<file path="config.mk">
export PLATFORM = sky130hd
export DESIGN_NAME = decode_stage_top
export DESIGN_NICKNAME = d
export VERILOG_FILES = /design/src/decode_pkg.sv /design/src/lane_if.sv /design/src/fetch_lane_split.sv /design/src/rv32i_decoder.sv /design/src/decode_register.sv /design/src/decode_stage_top.sv
export VERILOG_INCLUDE_DIRS = /design/src
export SDC_FILE = /design/constraint.sdc
export NUM_CORES = 1
export LEC_CHECK = 0
export BUFFER_PORTS_ARGS = -buffer_cell sky130_fd_sc_hd__buf_2
export CAP_MARGIN = 10
export CORE_MARGIN = 2
export CORE_UTILIZATION = 37
export CTS_CLUSTER_SIZE = 30
export DETAILED_ROUTE_END_ITERATION = 10
export REMOVE_ABC_BUFFERS = 1
export SLEW_MARGIN = 20
export SYNTH_ARGS = -nofsm -noshare
export SYNTH_HDL_FRONTEND = slang
export SYNTH_HIERARCHICAL = 1
export SYNTH_SLANG_ARGS = --single-unit
</file>
<file path="constraint.sdc">
create_clock -name clock -period 2.4 [get_ports clock]
set_input_delay 0.24 -clock clock [delete_from_list [all_inputs] [get_ports clock]]
set_output_delay 0.24 -clock clock [all_outputs]
set_load 0.02 [all_outputs]
</file>
<file path="src/decode_cfg.svh">
`ifndef DECODE_CFG_SVH
`define DECODE_CFG_SVH

// Instructions per fetch packet, one decoder lane each
`define LANES 2

// Pc and immediate width
`define XLEN 32

// Instruction word width
`define ILEN 32

`endif

</file>
<file path="src/decode_pkg.sv">
`include "decode_cfg.svh"

package decode_pkg;

  // RV32I major opcodes, bits 6:0 of the instruction word
  typedef enum logic [6:0] {
    LUI      = 7'b0110111,
    AUIPC    = 7'b0010111,
    JAL      = 7'b1101111,
    JALR     = 7'b1100111,
    BRANCH   = 7'b1100011,
    LOAD     = 7'b0000011,
    STORE    = 7'b0100011,
    OP_IMM   = 7'b0010011,
    OP       = 7'b0110011,
    MISC_MEM = 7'b0001111,
    SYSTEM   = 7'b1110011
  } opcode_e;

  // Execution class of a decoded instruction
  typedef enum logic [3:0] {
    CLS_NONE    = 4'd0,
    CLS_ALU     = 4'd1,
    CLS_BRANCH  = 4'd2,
    CLS_JUMP    = 4'd3,
    CLS_LOAD    = 4'd4,
    CLS_STORE   = 4'd5,
    CLS_FENCE   = 4'd6,
    CLS_SYSTEM  = 4'd7,
    CLS_ILLEGAL = 4'd8
  } op_class_e;

  typedef enum logic [3:0] {
    ADD    = 4'd0,
    SUB    = 4'd1,
    SLL    = 4'd2,
    SLT    = 4'd3,
    SLTU   = 4'd4,
    XOR    = 4'd5,
    SRL    = 4'd6,
    SRA    = 4'd7,
    OR     = 4'd8,
    AND    = 4'd9,
    PASS_B = 4'd10
  } alu_op_e;

  typedef struct packed {
    logic             valid;
    logic [`XLEN-1:0] pc;
    op_class_e        op_class;
    alu_op_e          alu_op;
    logic [4:0]       rd;
    logic [4:0]       rs1;
    logic [4:0]       rs2;
    logic [`XLEN-1:0] imm;
    logic             wren;
    logic             rden1;
    logic             rden2;
    logic             exception;
  } decoded_instr_t;

endpackage

</file>
<file path="src/lane_if.sv">
`timescale 1ns/1ps
`include "decode_cfg.svh"

// One lane of a fetch packet on its way to a decoder
interface lane_if;

  logic             valid;
  logic [`XLEN-1:0] pc;
  logic [`ILEN-1:0] instr;

  modport split (
    output valid,
    output pc,
    output instr
  );

  modport dec (
    input valid,
    input pc,
    input instr
  );

endinterface

</file>
<file path="src/fetch_lane_split.sv">
`timescale 1ns/1ps
`include "decode_cfg.svh"

module fetch_lane_split (
  input  logic                    fetch_valid,
  input  logic [`XLEN-1:0]        fetch_pc,
  input  logic [`LANES*`ILEN-1:0] fetch_packet,
  lane_if.split                   lanes [`LANES]
);

  // Byte offset bits inside one packet
  localparam logic [`XLEN-1:0] PKT_MASK = `XLEN'(`LANES * 4 - 1);

  logic [`XLEN-1:0] base_pc;
  logic [`XLEN-1:0] word_offset;

  assign base_pc = fetch_pc & ~PKT_MASK;
  assign word_offset = (fetch_pc & PKT_MASK) >> 2;

  for (genvar i = 0; i < `LANES; i++) begin : g_lane
    logic lane_live;

    // Slots before a branch target in the packet are killed
    assign lane_live = fetch_valid && (`XLEN'(i) >= word_offset);

    assign lanes[i].valid = lane_live;
    assign lanes[i].pc = base_pc + `XLEN'(4 * i);
    assign lanes[i].instr = lane_live ? fetch_packet[i*`ILEN +: `ILEN] : '0;
  end

endmodule

</file>
<file path="src/rv32i_decoder.sv">
`timescale 1ns/1ps
`include "decode_cfg.svh"

module rv32i_decoder (
  lane_if.dec                        lane,
  output decode_pkg::decoded_instr_t result
);

  import decode_pkg::*;

  logic [`ILEN-1:0] instr;
  logic [2:0]       funct3;
  logic [6:0]       funct7;
  logic [`XLEN-1:0] imm_i;
  logic [`XLEN-1:0] imm_s;
  logic [`XLEN-1:0] imm_b;
  logic [`XLEN-1:0] imm_u;
  logic [`XLEN-1:0] imm_j;
  logic             op_legal;

  // Shared funct3 map of OP and OP_IMM, alt selects SUB or SRA
  function automatic alu_op_e alu_from_funct(input logic [2:0] f3, input logic alt);
    alu_op_e op;
    case (f3)
      3'b000:  op = alt ? SUB : ADD;
      3'b001:  op = SLL;
      3'b010:  op = SLT;
      3'b011:  op = SLTU;
      3'b100:  op = XOR;
      3'b101:  op = alt ? SRA : SRL;
      3'b110:  op = OR;
      default: op = AND;
    endcase
    return op;
  endfunction

  assign instr = lane.instr;
  assign funct3 = instr[14:12];
  assign funct7 = instr[31:25];

  assign imm_i = {{(`XLEN-12){instr[31]}}, instr[31:20]};
  assign imm_s = {{(`XLEN-12){instr[31]}}, instr[31:25], instr[11:7]};
  assign imm_b = {{(`XLEN-13){instr[31]}}, instr[31], instr[7], instr[30:25], instr[11:8], 1'b0};
  assign imm_u = {{(`XLEN-32){instr[31]}}, instr[31:12], 12'b0};
  assign imm_j = {{(`XLEN-21){instr[31]}}, instr[31], instr[19:12], instr[20], instr[30:21],
                  1'b0};

  // Only ADD/SUB and SRL/SRA have an alternate funct7
  assign op_legal = (funct7 == 7'b0000000) ||
                    (funct7 == 7'b0100000 && (funct3 == 3'b000 || funct3 == 3'b101));

  always_comb begin
    result = '0;
    result.op_class = CLS_NONE;
    result.alu_op = ADD;
    result.rd = instr[11:7];
    result.rs1 = instr[19:15];
    result.rs2 = instr[24:20];
    if (lane.valid) begin
      result.valid = 1'b1;
      result.pc = lane.pc;
      case (opcode_e'(instr[6:0]))
        LUI: begin
          result.op_class = CLS_ALU;
          result.alu_op = PASS_B;
          result.imm = imm_u;
          result.wren = 1'b1;
        end
        AUIPC: begin
          result.op_class = CLS_ALU;
          result.imm = imm_u;
          result.wren = 1'b1;
        end
        JAL: begin
          result.op_class = CLS_JUMP;
          result.imm = imm_j;
          result.wren = 1'b1;
        end
        JALR: begin
          result.op_class = CLS_JUMP;
          result.imm = imm_i;
          result.wren = 1'b1;
          result.rden1 = 1'b1;
        end
        BRANCH: begin
          result.op_class = CLS_BRANCH;
          result.imm = imm_b;
          result.rden1 = 1'b1;
          result.rden2 = 1'b1;
        end
        LOAD: begin
          result.op_class = CLS_LOAD;
          result.imm = imm_i;
          result.wren = 1'b1;
          result.rden1 = 1'b1;
        end
        STORE: begin
          result.op_class = CLS_STORE;
          result.imm = imm_s;
          result.rden1 = 1'b1;
          result.rden2 = 1'b1;
        end
        OP_IMM: begin
          result.op_class = CLS_ALU;
          result.alu_op = alu_from_funct(funct3, funct3 == 3'b101 && instr[30]);
          result.imm = imm_i;
          result.wren = 1'b1;
          result.rden1 = 1'b1;
        end
        OP: begin
          if (op_legal) begin
            result.op_class = CLS_ALU;
            result.alu_op = alu_from_funct(funct3, instr[30]);
            result.wren = 1'b1;
            result.rden1 = 1'b1;
            result.rden2 = 1'b1;
          end else begin
            result.op_class = CLS_ILLEGAL;
            result.exception = 1'b1;
          end
        end
        MISC_MEM: begin
          result.op_class = CLS_FENCE;
          result.imm = imm_i;
        end
        SYSTEM: begin
          result.op_class = CLS_SYSTEM;
          result.imm = imm_i;
        end
        default: begin
          result.op_class = CLS_ILLEGAL;
          result.exception = 1'b1;
        end
      endcase
      // x0 is never written
      if (result.rd == 5'd0) begin
        result.wren = 1'b0;
      end
    end
  end

endmodule

</file>
<file path="src/decode_register.sv">
`timescale 1ns/1ps
`include "decode_cfg.svh"

module decode_register (
  input  logic                      clock,
  input  logic                      reset,
  input  logic                      clear,
  input  logic                      in_valid,
  input  decode_pkg::decoded_instr_t lanes_in [`LANES],
  input  logic                      out_ready,
  output logic                      in_ready,
  output logic                      out_valid,
  output decode_pkg::decoded_instr_t lanes_out [`LANES]
);

  import decode_pkg::*;

  logic           full;
  logic           load;
  decoded_instr_t lanes_q [`LANES];

  // Accept when empty or when the held packet leaves this cycle
  assign in_ready = !full || out_ready;
  assign load = in_valid && in_ready;

  always_ff @(posedge clock) begin
    if (!reset) begin
      full <= 1'b0;
    end else if (clear) begin
      // Flush wins over a packet arriving at the same edge
      full <= 1'b0;
    end else if (load) begin
      full <= 1'b1;
    end else if (out_ready) begin
      full <= 1'b0;
    end
  end

  always_ff @(posedge clock) begin
    if (load) begin
      lanes_q <= lanes_in;
    end
  end

  assign out_valid = full;
  assign lanes_out = lanes_q;

endmodule

</file>
<file path="src/decode_stage_top.sv">
`timescale 1ns/1ps
`include "decode_cfg.svh"

module decode_stage_top (
  input  logic                    clock,
  input  logic                    reset,
  input  logic                    clear,
  input  logic                    fetch_valid,
  input  logic [`XLEN-1:0]        fetch_pc,
  input  logic [`LANES*`ILEN-1:0] fetch_packet,
  output logic                    fetch_ready,
  input  logic                    out_ready,
  output logic                    out_valid,
  output logic                    dec_valid [`LANES],
  output logic [`XLEN-1:0]        dec_pc [`LANES],
  output decode_pkg::op_class_e   dec_class [`LANES],
  output decode_pkg::alu_op_e     dec_alu_op [`LANES],
  output logic [4:0]              dec_rd [`LANES],
  output logic [4:0]              dec_rs1 [`LANES],
  output logic [4:0]              dec_rs2 [`LANES],
  output logic [`XLEN-1:0]        dec_imm [`LANES],
  output logic                    dec_wren [`LANES],
  output logic                    dec_rden1 [`LANES],
  output logic                    dec_rden2 [`LANES],
  output logic                    dec_exception [`LANES]
);

  import decode_pkg::*;

  lane_if         lane_bus [`LANES] ();
  decoded_instr_t dec_lanes [`LANES];
  decoded_instr_t reg_lanes [`LANES];

  fetch_lane_split fetch_lane_split_inst (
    .fetch_valid  (fetch_valid),
    .fetch_pc     (fetch_pc),
    .fetch_packet (fetch_packet),
    .lanes        (lane_bus)
  );

  for (genvar i = 0; i < `LANES; i++) begin : g_dec
    rv32i_decoder rv32i_decoder_inst (
      .lane   (lane_bus[i]),
      .result (dec_lanes[i])
    );
  end

  decode_register decode_register_inst (
    .clock     (clock),
    .reset     (reset),
    .clear     (clear),
    .in_valid  (fetch_valid),
    .lanes_in  (dec_lanes),
    .out_ready (out_ready),
    .in_ready  (fetch_ready),
    .out_valid (out_valid),
    .lanes_out (reg_lanes)
  );

  // Registered struct fields onto the plain output arrays
  for (genvar i = 0; i < `LANES; i++) begin : g_out
    assign dec_valid[i] = reg_lanes[i].valid;
    assign dec_pc[i] = reg_lanes[i].pc;
    assign dec_class[i] = reg_lanes[i].op_class;
    assign dec_alu_op[i] = reg_lanes[i].alu_op;
    assign dec_rd[i] = reg_lanes[i].rd;
    assign dec_rs1[i] = reg_lanes[i].rs1;
    assign dec_rs2[i] = reg_lanes[i].rs2;
    assign dec_imm[i] = reg_lanes[i].imm;
    assign dec_wren[i] = reg_lanes[i].wren;
    assign dec_rden1[i] = reg_lanes[i].rden1;
    assign dec_rden2[i] = reg_lanes[i].rden2;
    assign dec_exception[i] = reg_lanes[i].exception;
  end

endmodule

</file>
==> results.md, run 1 <==
- Hold buffer count at CTS: 0
- Cells after Synth: 814
- Top Ports: 287
- Layout Utilization: 45.5%
- ANT nets after route: 0
- Storage cell area: 5550 µm²
- Largest net degree at the start of global routing: 72
- CTS buffer count: 17
- Most used DFF post-synth: edfxtp_1
- Via Count: 6886
- Synth area leaders: edfxtp_1 57%, buf_4 8.0%, and2_1 6.5%
- Period utilisation layout: 84.8%
- Initial drt markers: 512
- Setup TNS: 0 ns
- Leak: 4.77 nW
- DRT Pass-1 Iters: 5
- Crit path launch type: input pin
- Post-synth EDFFs: 184
- Clock Skews: 0.00822 ns
- Status: complete, no violations
- Cell area after layout: 11700 µm²
- DR DRC count: 0
- Worst-path clk slew: 0.07 ns
- Gpl congestion: 0.894
- Area growth syn-to-layout: 22.0%
- CTS tree: done
- Die Span Y: 165 µm
- Max cap viols: 0
- Vias per cell: 4.90
- Dpl ws: -0.0899 ns
- CP Class: input pin to flop
- Ys async rst share: 0%
- CTS HTree Levels: 4
- Post-Syn Area: 9620 µm²
- Post-detail-place hpwl: 18200 µm
- Critical Path RT: 2.65 ns
- Layout Nets: 1158
- FILL cells: 2423
- Max-slew violation count: 0
- Floorplan row count: 59
- Initial antenna violation count: 2
- Hold slack: 0.0589 ns
- Sequential area share after synthesis: 57.7%
- Initial Util: 37.3%
- Avg Synthesized Cell Area: 11.8 µm²
- Die area: 27300 µm²
- Worst setup EP type: flop
- VDD IR-drop max: 358 µV
- GRT Overall Usage: 17.3%
- DP Area: 11100 µm²
- Setup ws final: 0.364 ns
- Post-cts sizing count: 0
- Final WL: 24500 µm
- Vias in the first global route: 6601
- PnR Total Power: 7.64 mW
- Synth Register Bits: 185
- Overflow after GRT: 0
- Clk_lat worst skew: 0.43 ns
- PD cells: 651 nW/µm²
- Synthesis Warnings: 6
- Drt wl/cell: 17.5 µm
- Final setup viols: 0
- Share of cells above drive strength 1: 41.2%
- Core area: 25800 µm²
- Fin crit period: 2.04 ns
- Die width: 165 µm
- Setup Fix Bufs, Post-CTS: 0
- Hold Crit Class: input pin to flop
- Area leader, netlist: edfxtp_1
- Largest fanout on the critical path: 26
- Synth top area share: 57.5%
- RSZ-0062 raised after global routing: no
- First-pass GRT wire length: 36100 µm
- Max Clk Rate: 491 MHz
- Layout Cells excl Fill: 1405
- CTS sink count: 185
- Max clock buf depth: 2
- Worst EP arrival: 2.29 ns
- Root Driver: clkbuf_16
- Area of the multi-input gates: 2970 µm²
- Dpl cells: 1373
- Post-synth cell types: 59
- Hold Vio Cnt, Final: 0
- Port Buffer Count: 284
-- cells in the final DEF, fill, tap and decap left out, types with 10 or more instances in the layout --
master | synthesis | routed
a21oi_1 | 30 | 30
a21oi_2 | 13 | 13
a31oi_1 | 20 | 20
and2_1 | 100 | 100
and3b_1 | 32 | 32
buf_2 | 14 | 284
buf_4 | 103 | 83
clkbuf_16 | 0 | 17
edfxtp_1 | 184 | 184
inv_1 | 13 | 13
nand2_1 | 76 | 76
nand3_1 | 12 | 12
nor2_1 | 20 | 20
nor3_1 | 10 | 10
o211ai_1 | 12 | 12
o21ai_1 | 22 | 22
-- area by class of cell --
| cell class | instances | area share (%) |
|---|---|---|
| clock inverter | 14 | 1.34 |
| antenna | 1 | 0.0213 |
| sequential | 185 | 47.3 |
| multi-input combinational | 467 | 25.3 |
| inverter | 13 | 0.416 |
| clock buffer | 17 | 3.63 |
| timing repair buffer | 373 | 18.4 |
| tap | 335 | 3.57 |
-- report_power, final --
group / switching (mW) / total (mW) / leakage [nW] / internal, mW
sequential: 0.0511 / 3.79 / 1.86 / 3.74
combinational: 0.646 / 1.01 / 2.63 / 0.365
clock: 1.36 / 2.84 / 0.283 / 1.48
-- critical path, cell delays in order --
cell	delay, ns
buf_2	0.25
buf_4	0.27
and2_1	0.17
or4_1	0.55
nor3_2	0.29
a21oi_1	0.21
o31ai_1	0.29
-- routing by layer --
metal | up-vias | GRT usage [%] | part of all wire (%)
li1 | 3330 | - | -
met1 | 3312 | 22.5 | 43
met2 | 213 | 29.1 | 49
met3 | 29 | 3.02 | 5.2
met4 | 2 | 5.97 | 2.3
met5 | - | 0 | 0.049
-- flip-flops by register name, summed over array words and instances (netlist names) --
name / cells
decode_register_inst/out_valid: 1
decode_register_inst/lanes_out: 184
-- synth_stat cells, types with 5 or more instances --
master,n
a21oi_1,30
a21oi_2,13
a311oi_1,6
a31oi_1,20
a31oi_2,8
and2_1,100
and3_1,6
and3b_1,32
buf_1,6
buf_2,14
buf_4,103
buf_6,12
clkbuf_1,18
edfxtp_1,184
inv_1,13
nand2_1,76
nand2b_1,9
nand3_1,12
nor2_1,20
nor2b_1,5
nor3_1,10
o211ai_1,12
o21ai_1,22
-- logic make-up (layout without fill, tap and decap cells) --
group	count (synthesis)	count (layout)	share of synthesized area (%)
AOI/OAI and AO/OA	151	151	11.3
xor gates and xnor gates	4	4	0.364
other	2	7	0.0781
and+or+nand+nor	302	302	18.5
DFF	185	185	57.7
buffers and inverters	166	417	11.6
muxes	4	4	0.442
-- path summary, 6_finish.rpt --
path                                              to                           start  cells after the start  slack [ns]
hold / removal        decode_register_inst/out_valid                           reset                      3        0.06
setup / recovery  decode_register_inst/lanes_out[54]                     fetch_valid                      7        0.36
hold reg to reg       decode_register_inst/out_valid  decode_register_inst/out_valid                      2        0.51
setup reg to reg  decode_register_inst/lanes_out[33]  decode_register_inst/out_valid                      3        1.05
Power figures use the tool's default switching activity.
==> inputs of run 2 (changes only) <==
==> constraint.sdc (replaced) <==
create_clock -name clock -period 2.1 [get_ports clock]
set_input_delay 0.21 -clock clock [delete_from_list [all_inputs] [get_ports clock]]
set_output_delay 0.21 -clock clock [all_outputs]
set_load 0.02 [all_outputs]
==> results.md, run 2 (synthesis gave the netlist of run 1 again) <==
- Status: complete, no violations
- Setup ws final: 0.163 ns
- Floorplan row count: 59
- Share of cells above drive strength 1: 43.9%
- Die area: 27300 µm²
- Top Ports: 287
- Hold buffer count at CTS: 0
- CTS sink count: 185
- Commonest non-fill, non-tap cell in the layout: buf_2
- Area growth syn-to-layout: 26.7%
- Setup TNS: 0 ns
- Hold Vio Cnt, Final: 0
- Worst r2r path cells: 3
- Max clock buf depth: 2
- Final WL: 25600 µm
- Vias per cell: 4.90
- DR DRC count: 0
- ANT nets after route: 0
- Core area: 25800 µm²
- DRT Pass-1 Iters: 7
- VDD IR-drop max: 355 µV
- Port Buffer Count: 284
- Die Span Y: 165 µm
- Worst EP arrival: 2.20 ns
- Vias in the first global route: 6790
- Worst-Margin Slew: 0.466 ns
- Initial antenna violation count: 3
- Worst-path clk slew: 0.07 ns
- Crit-path max cell delay: 0.55 ns
- Hold slack: 0.0230 ns
- CP most frequent cell: buf_12
- DP Area: 11600 µm²
- Via Count: 7154
- CTS buffer count: 17
- Clk_lat worst skew: 0.43 ns
- Layout Utilization: 47.3%
- Root Driver: clkbuf_16
- Initial Util: 37.3%
- Dpl cells: 1425
- Number of flip-flops in the largest register: 184
- Crit path launch type: input pin
- Hold Crit Class: input pin to flop
- Worst Hold Depth: 3
- Leak: 5.05 nW
- Worst setup EP type: flop
- Max Clk Rate: 516 MHz
- Clock Skews: 0.0126 ns
- CTS tree: done
- Layout Cells excl Fill: 1460
- GRT Overall Usage: 18.1%
- Post-cts sizing count: 0
- Gpl congestion: 0.909
- Final setup viols: 0
- Most frequent cells in the layout: 284 x buf_2, 184 x edfxtp_1, 132 x buf_4
- Drt wl/cell: 17.6 µm
- Cell area after layout: 12200 µm²
- CP Cell Sequence: buf_2, buf_12, buf_12, and2_1, or4_1, nor3_2, a21oi_1, o31ai_1
- FILL cells: 2412
- Largest net degree at the start of global routing: 75
- First-pass GRT wire length: 37600 µm
- Largest fanout on the critical path: 25
- Initial drt markers: 589
- Layout Nets: 1210
- Critical Path RT: 2.36 ns
- PD cells: 721 nW/µm²
- CTS HTree Levels: 4
- Fin crit period: 1.94 ns
- Overflow after GRT: 0
- Worst reg-to-reg setup slack: 0.74 ns
- Die width: 165 µm
- Setup Fix Bufs, Post-CTS: 0
- PnR Total Power: 8.79 mW
- Post-detail-place hpwl: 19400 µm
- Slowest CP cell: or4_1
- Slew margin rel.: 68.1%
- Period utilisation layout: 92.2%
- CP Class: input pin to flop
- Dpl ws: -0.277 ns
- Max-slew violation count: 0
- RSZ-0062 raised after global routing: no
- Max cap viols: 0
[run 2: cell types whose count changed in the layout (fill, tap and decap cells not counted)]
cell,previous run,this run
buf_12,6,9
buf_4,83,132
bufinv_16,1,0
clkinv_1,0,1
clkinv_2,1,0
clkinv_4,1,2
clkinv_8,1,5
clkinvlp_4,2,0
diode_2,1,3
inv_8,5,4
[run 2: path summary, 6_finish.rpt]
| path | startpoint | to |
|---|---|---|
| worst max register to register | decode_register_inst/out_valid | decode_register_inst/lanes_out[78] |
| worst max-delay path | fetch_valid | decode_register_inst/lanes_out[54] |
| worst min register to register | decode_register_inst/out_valid | decode_register_inst/out_valid |
| worst min-delay path | reset | decode_register_inst/out_valid |
[run 2: final cells by class]
| type | instances | area (µm²) | area share (%) |
|---|---|---|---|
| Multi-Input combinational cell | 467 | 2970 | 24.4 |
| Antenna cell | 3 | 7.51 | 0.0616 |
| Timing Repair Buffer | 425 | 2590 | 21.3 |
| Clock inverter | 15 | 174 | 1.43 |
| Tap cell | 335 | 419 | 3.44 |
| Inverter | 13 | 48.8 | 0.400 |
| Clock buffer | 17 | 425 | 3.49 |
| Sequential cell | 185 | 5550 | 45.5 |
[run 2: critical path, delay by kind of cell]
family	cells	cell delay, ns
AO/OA/AOI/OAI	2	0.48
buffers and inverters	3	0.56
AND/OR/NAND/NOR	3	0.93
[run 2: report_power, final]
part / switching (mW) / internal [mW]
clock: 1.61 / 1.61
combinational: 0.759 / 0.466
sequential: 0.0612 / 4.28
total: 2.43 / 6.35
[run 2: routing by layer]
layer  wire length, µm  GRT usage (%)  vias up  share of wire, %
met4               537           6.48        2               2.1
met1             10900           23.8     3410                43
met3              1410           3.02       38               5.5
met5                13              0        -             0.051
met2             12700           30.1      250                50
li1                  -              -     3454                 -
==> inputs of run 3 (changes only) <==
==> constraint.sdc (replaced) <==
create_clock -name clock -period 2.1 [get_ports clock]
set_input_delay 0.315 -clock clock [delete_from_list [all_inputs] [get_ports clock]]
set_output_delay 0.315 -clock clock [all_outputs]
set_load 0.02 [all_outputs]
==> results.md, run 3 (synthesis gave the netlist of run 1 again) <==
- CTS HTree Levels: 4
- CP Cell Sequence: clkbuf_4, buf_12, buf_12, and2_1, or4_1, nor3_4, a21oi_2, o31ai_1
- ANT nets after route: 0
- M2 GR Usage: 29.4%
- Share of cells above drive strength 1: 44.4%
- Period utilisation layout: 95.0%
- Final setup viols: 0
- Worst setup EP type: flop
- DR DRC count: 0
- Vias per cell: 4.87
- Dpl ws: -0.402 ns
- Largest fanout on the critical path: 24
- Area growth syn-to-layout: 27.6%
- Dpl cells: 1432
- Initial Util: 37.3%
- DP Area: 11600 µm²
- Overflow after GRT: 0
- Initial antenna violation count: 3
- Post-detail-place hpwl: 19100 µm
- Via Count: 7136
- Most frequent cells in the layout: 283 x buf_2, 184 x edfxtp_1, 138 x buf_4
- Max Clk Rate: 501 MHz
- Final WL: 25200 µm
- RSZ-0062 raised after global routing: no
- Vias in the first global route: 6810
- Switching portion of total power: 27.0%
- Commonest non-fill, non-tap cell in the layout: buf_2
- Gate power share: 14.0%
- Worst EP arrival: 2.23 ns
- Max cap viols: 0
- PD cells: 722 nW/µm²
- FILL cells: 2402
- Worst-path clk slew: 0.07 ns
- Worst r2r path cells: 3
- Critical Path RT: 2.34 ns
- Routing usage on met1: 23.9%
- Worst Hold Depth: 3
- VDD IR-drop max: 491 µV
- Die area: 27300 µm²
- DRT Pass-1 Iters: 5
- Initial drt markers: 512
- Busiest grt layer: met2
- Leak: 5.09 nW
- Seq pwr share: 49.0%
- CTS sink count: 185
- Clk_lat worst skew: 0.43 ns
- Die Span Y: 165 µm
- M3 GR Usage: 3.05%
- Hold slack: 0.134 ns
- Core area: 25800 µm²
- Slowest CP cell: or4_1
- Hold Crit Class: input pin to flop
- Crit path launch type: input pin
- Number of flip-flops in the largest register: 184
- CTS buffer count: 17
- CTS tree: done
- Clock Skews: 0.0127 ns
- Max-slew violation count: 0
- Setup ws final: 0.105 ns
- Pint: 6.47 mW
- Fin crit period: 2.00 ns
- CP most frequent cell: buf_12
- Port Buffer Count: 284
- Gpl congestion: 0.884
- Cell area after layout: 12300 µm²
- Root Driver: clkbuf_16
- Drt wl/cell: 17.2 µm
- GRT Overall Usage: 17.9%
- Layout Nets: 1217
- CP Class: input pin to flop
- Max clock buf depth: 2
- Area of the multi-input gates: 2990 µm²
- PnR Total Power: 8.86 mW
- First-pass GRT wire length: 37300 µm
- Top Ports: 287
- Largest net degree at the start of global routing: 75
- Storage cell area: 5550 µm²
- Hold Vio Cnt, Final: 0
- Status: complete, no violations
- Die width: 165 µm
- Crit-path max cell delay: 0.57 ns
- Psw: 2.39 mW
- Floorplan row count: 59
- Clock power frac: 37.0%
- Layout Cells excl Fill: 1466
-- run 3: cell types whose count changed in the layout (fill, tap and decap cells not counted), moves of 2 or more --
cell / delta
buf_4: +6
clkinv_8: -2
nor3_2: -2
nor3_4: +2
-- run 3: worst paths after layout --
| path | end | slack [ns] | from |
|---|---|---|---|
| setup / recovery | decode_register_inst/lanes_out[54] | 0.10 | fetch_valid |
| hold / removal | decode_register_inst/out_valid | 0.13 | reset |
| setup reg to reg | decode_register_inst/lanes_out[87] | 0.74 | decode_register_inst/out_valid |
| hold reg to reg | decode_register_inst/out_valid | 0.51 | decode_register_inst/out_valid |
-- run 3: repair_timing --
item / in CTS / in global routing
gates resized for setup: 0 / 4
hold buffers: 0 / 0
buffers inserted: 0 / 0
setup endpoints to repair: 0 / 6
-- run 3: power by group through the flow --
stage	Combinational, mW	Sequential, mW	Clock, mW
after floorplan	0.337	4.69	0
after global placement	1.24	4.42	0
after detailed placement	1.24	4.42	0
after CTS	1.24	4.34	3.37
after global routing	1.33	4.35	3.52
final	1.24	4.34	3.28
-- run 3: critical path, delay by kind of cell --
| kind | cells | cell delay [ns] |
|---|---|---|
| and+or+nand+nor | 3 | 0.95 |
| buffers and inverters | 3 | 0.54 |
| AOI/OAI and AO/OA | 2 | 0.40 |
-- run 3: through the flow --
step,TNS (ns),utilization (%)
after floorplan,-41.27,-
after global placement,-16.14,45.2
after detailed placement,-18.11,45.2
after CTS,0,47.5
after global routing,0,47.6
final,0,47.6
-- run 3: area by class of cell --
type                    count  share of cell area (%)
diodes                      2                  0.0408
repair buffers            432                    21.7
clock buffers              17                    3.47
well taps                 335                    3.42
multi-input cells         467                    24.3
inverters                  13                   0.398
clock inverters            15                    1.47
flip-flops and latches    185                    45.2
-- run 3: per-layer routing --
| metal | vias up | wire length (µm) |
|---|---|---|
| met2 | 220 | 12400 |
| met4 | 2 | 547 |
| li1 | 3463 | - |
| met3 | 35 | 1380 |
| met1 | 3416 | 10900 |
| met5 | - | 13 |
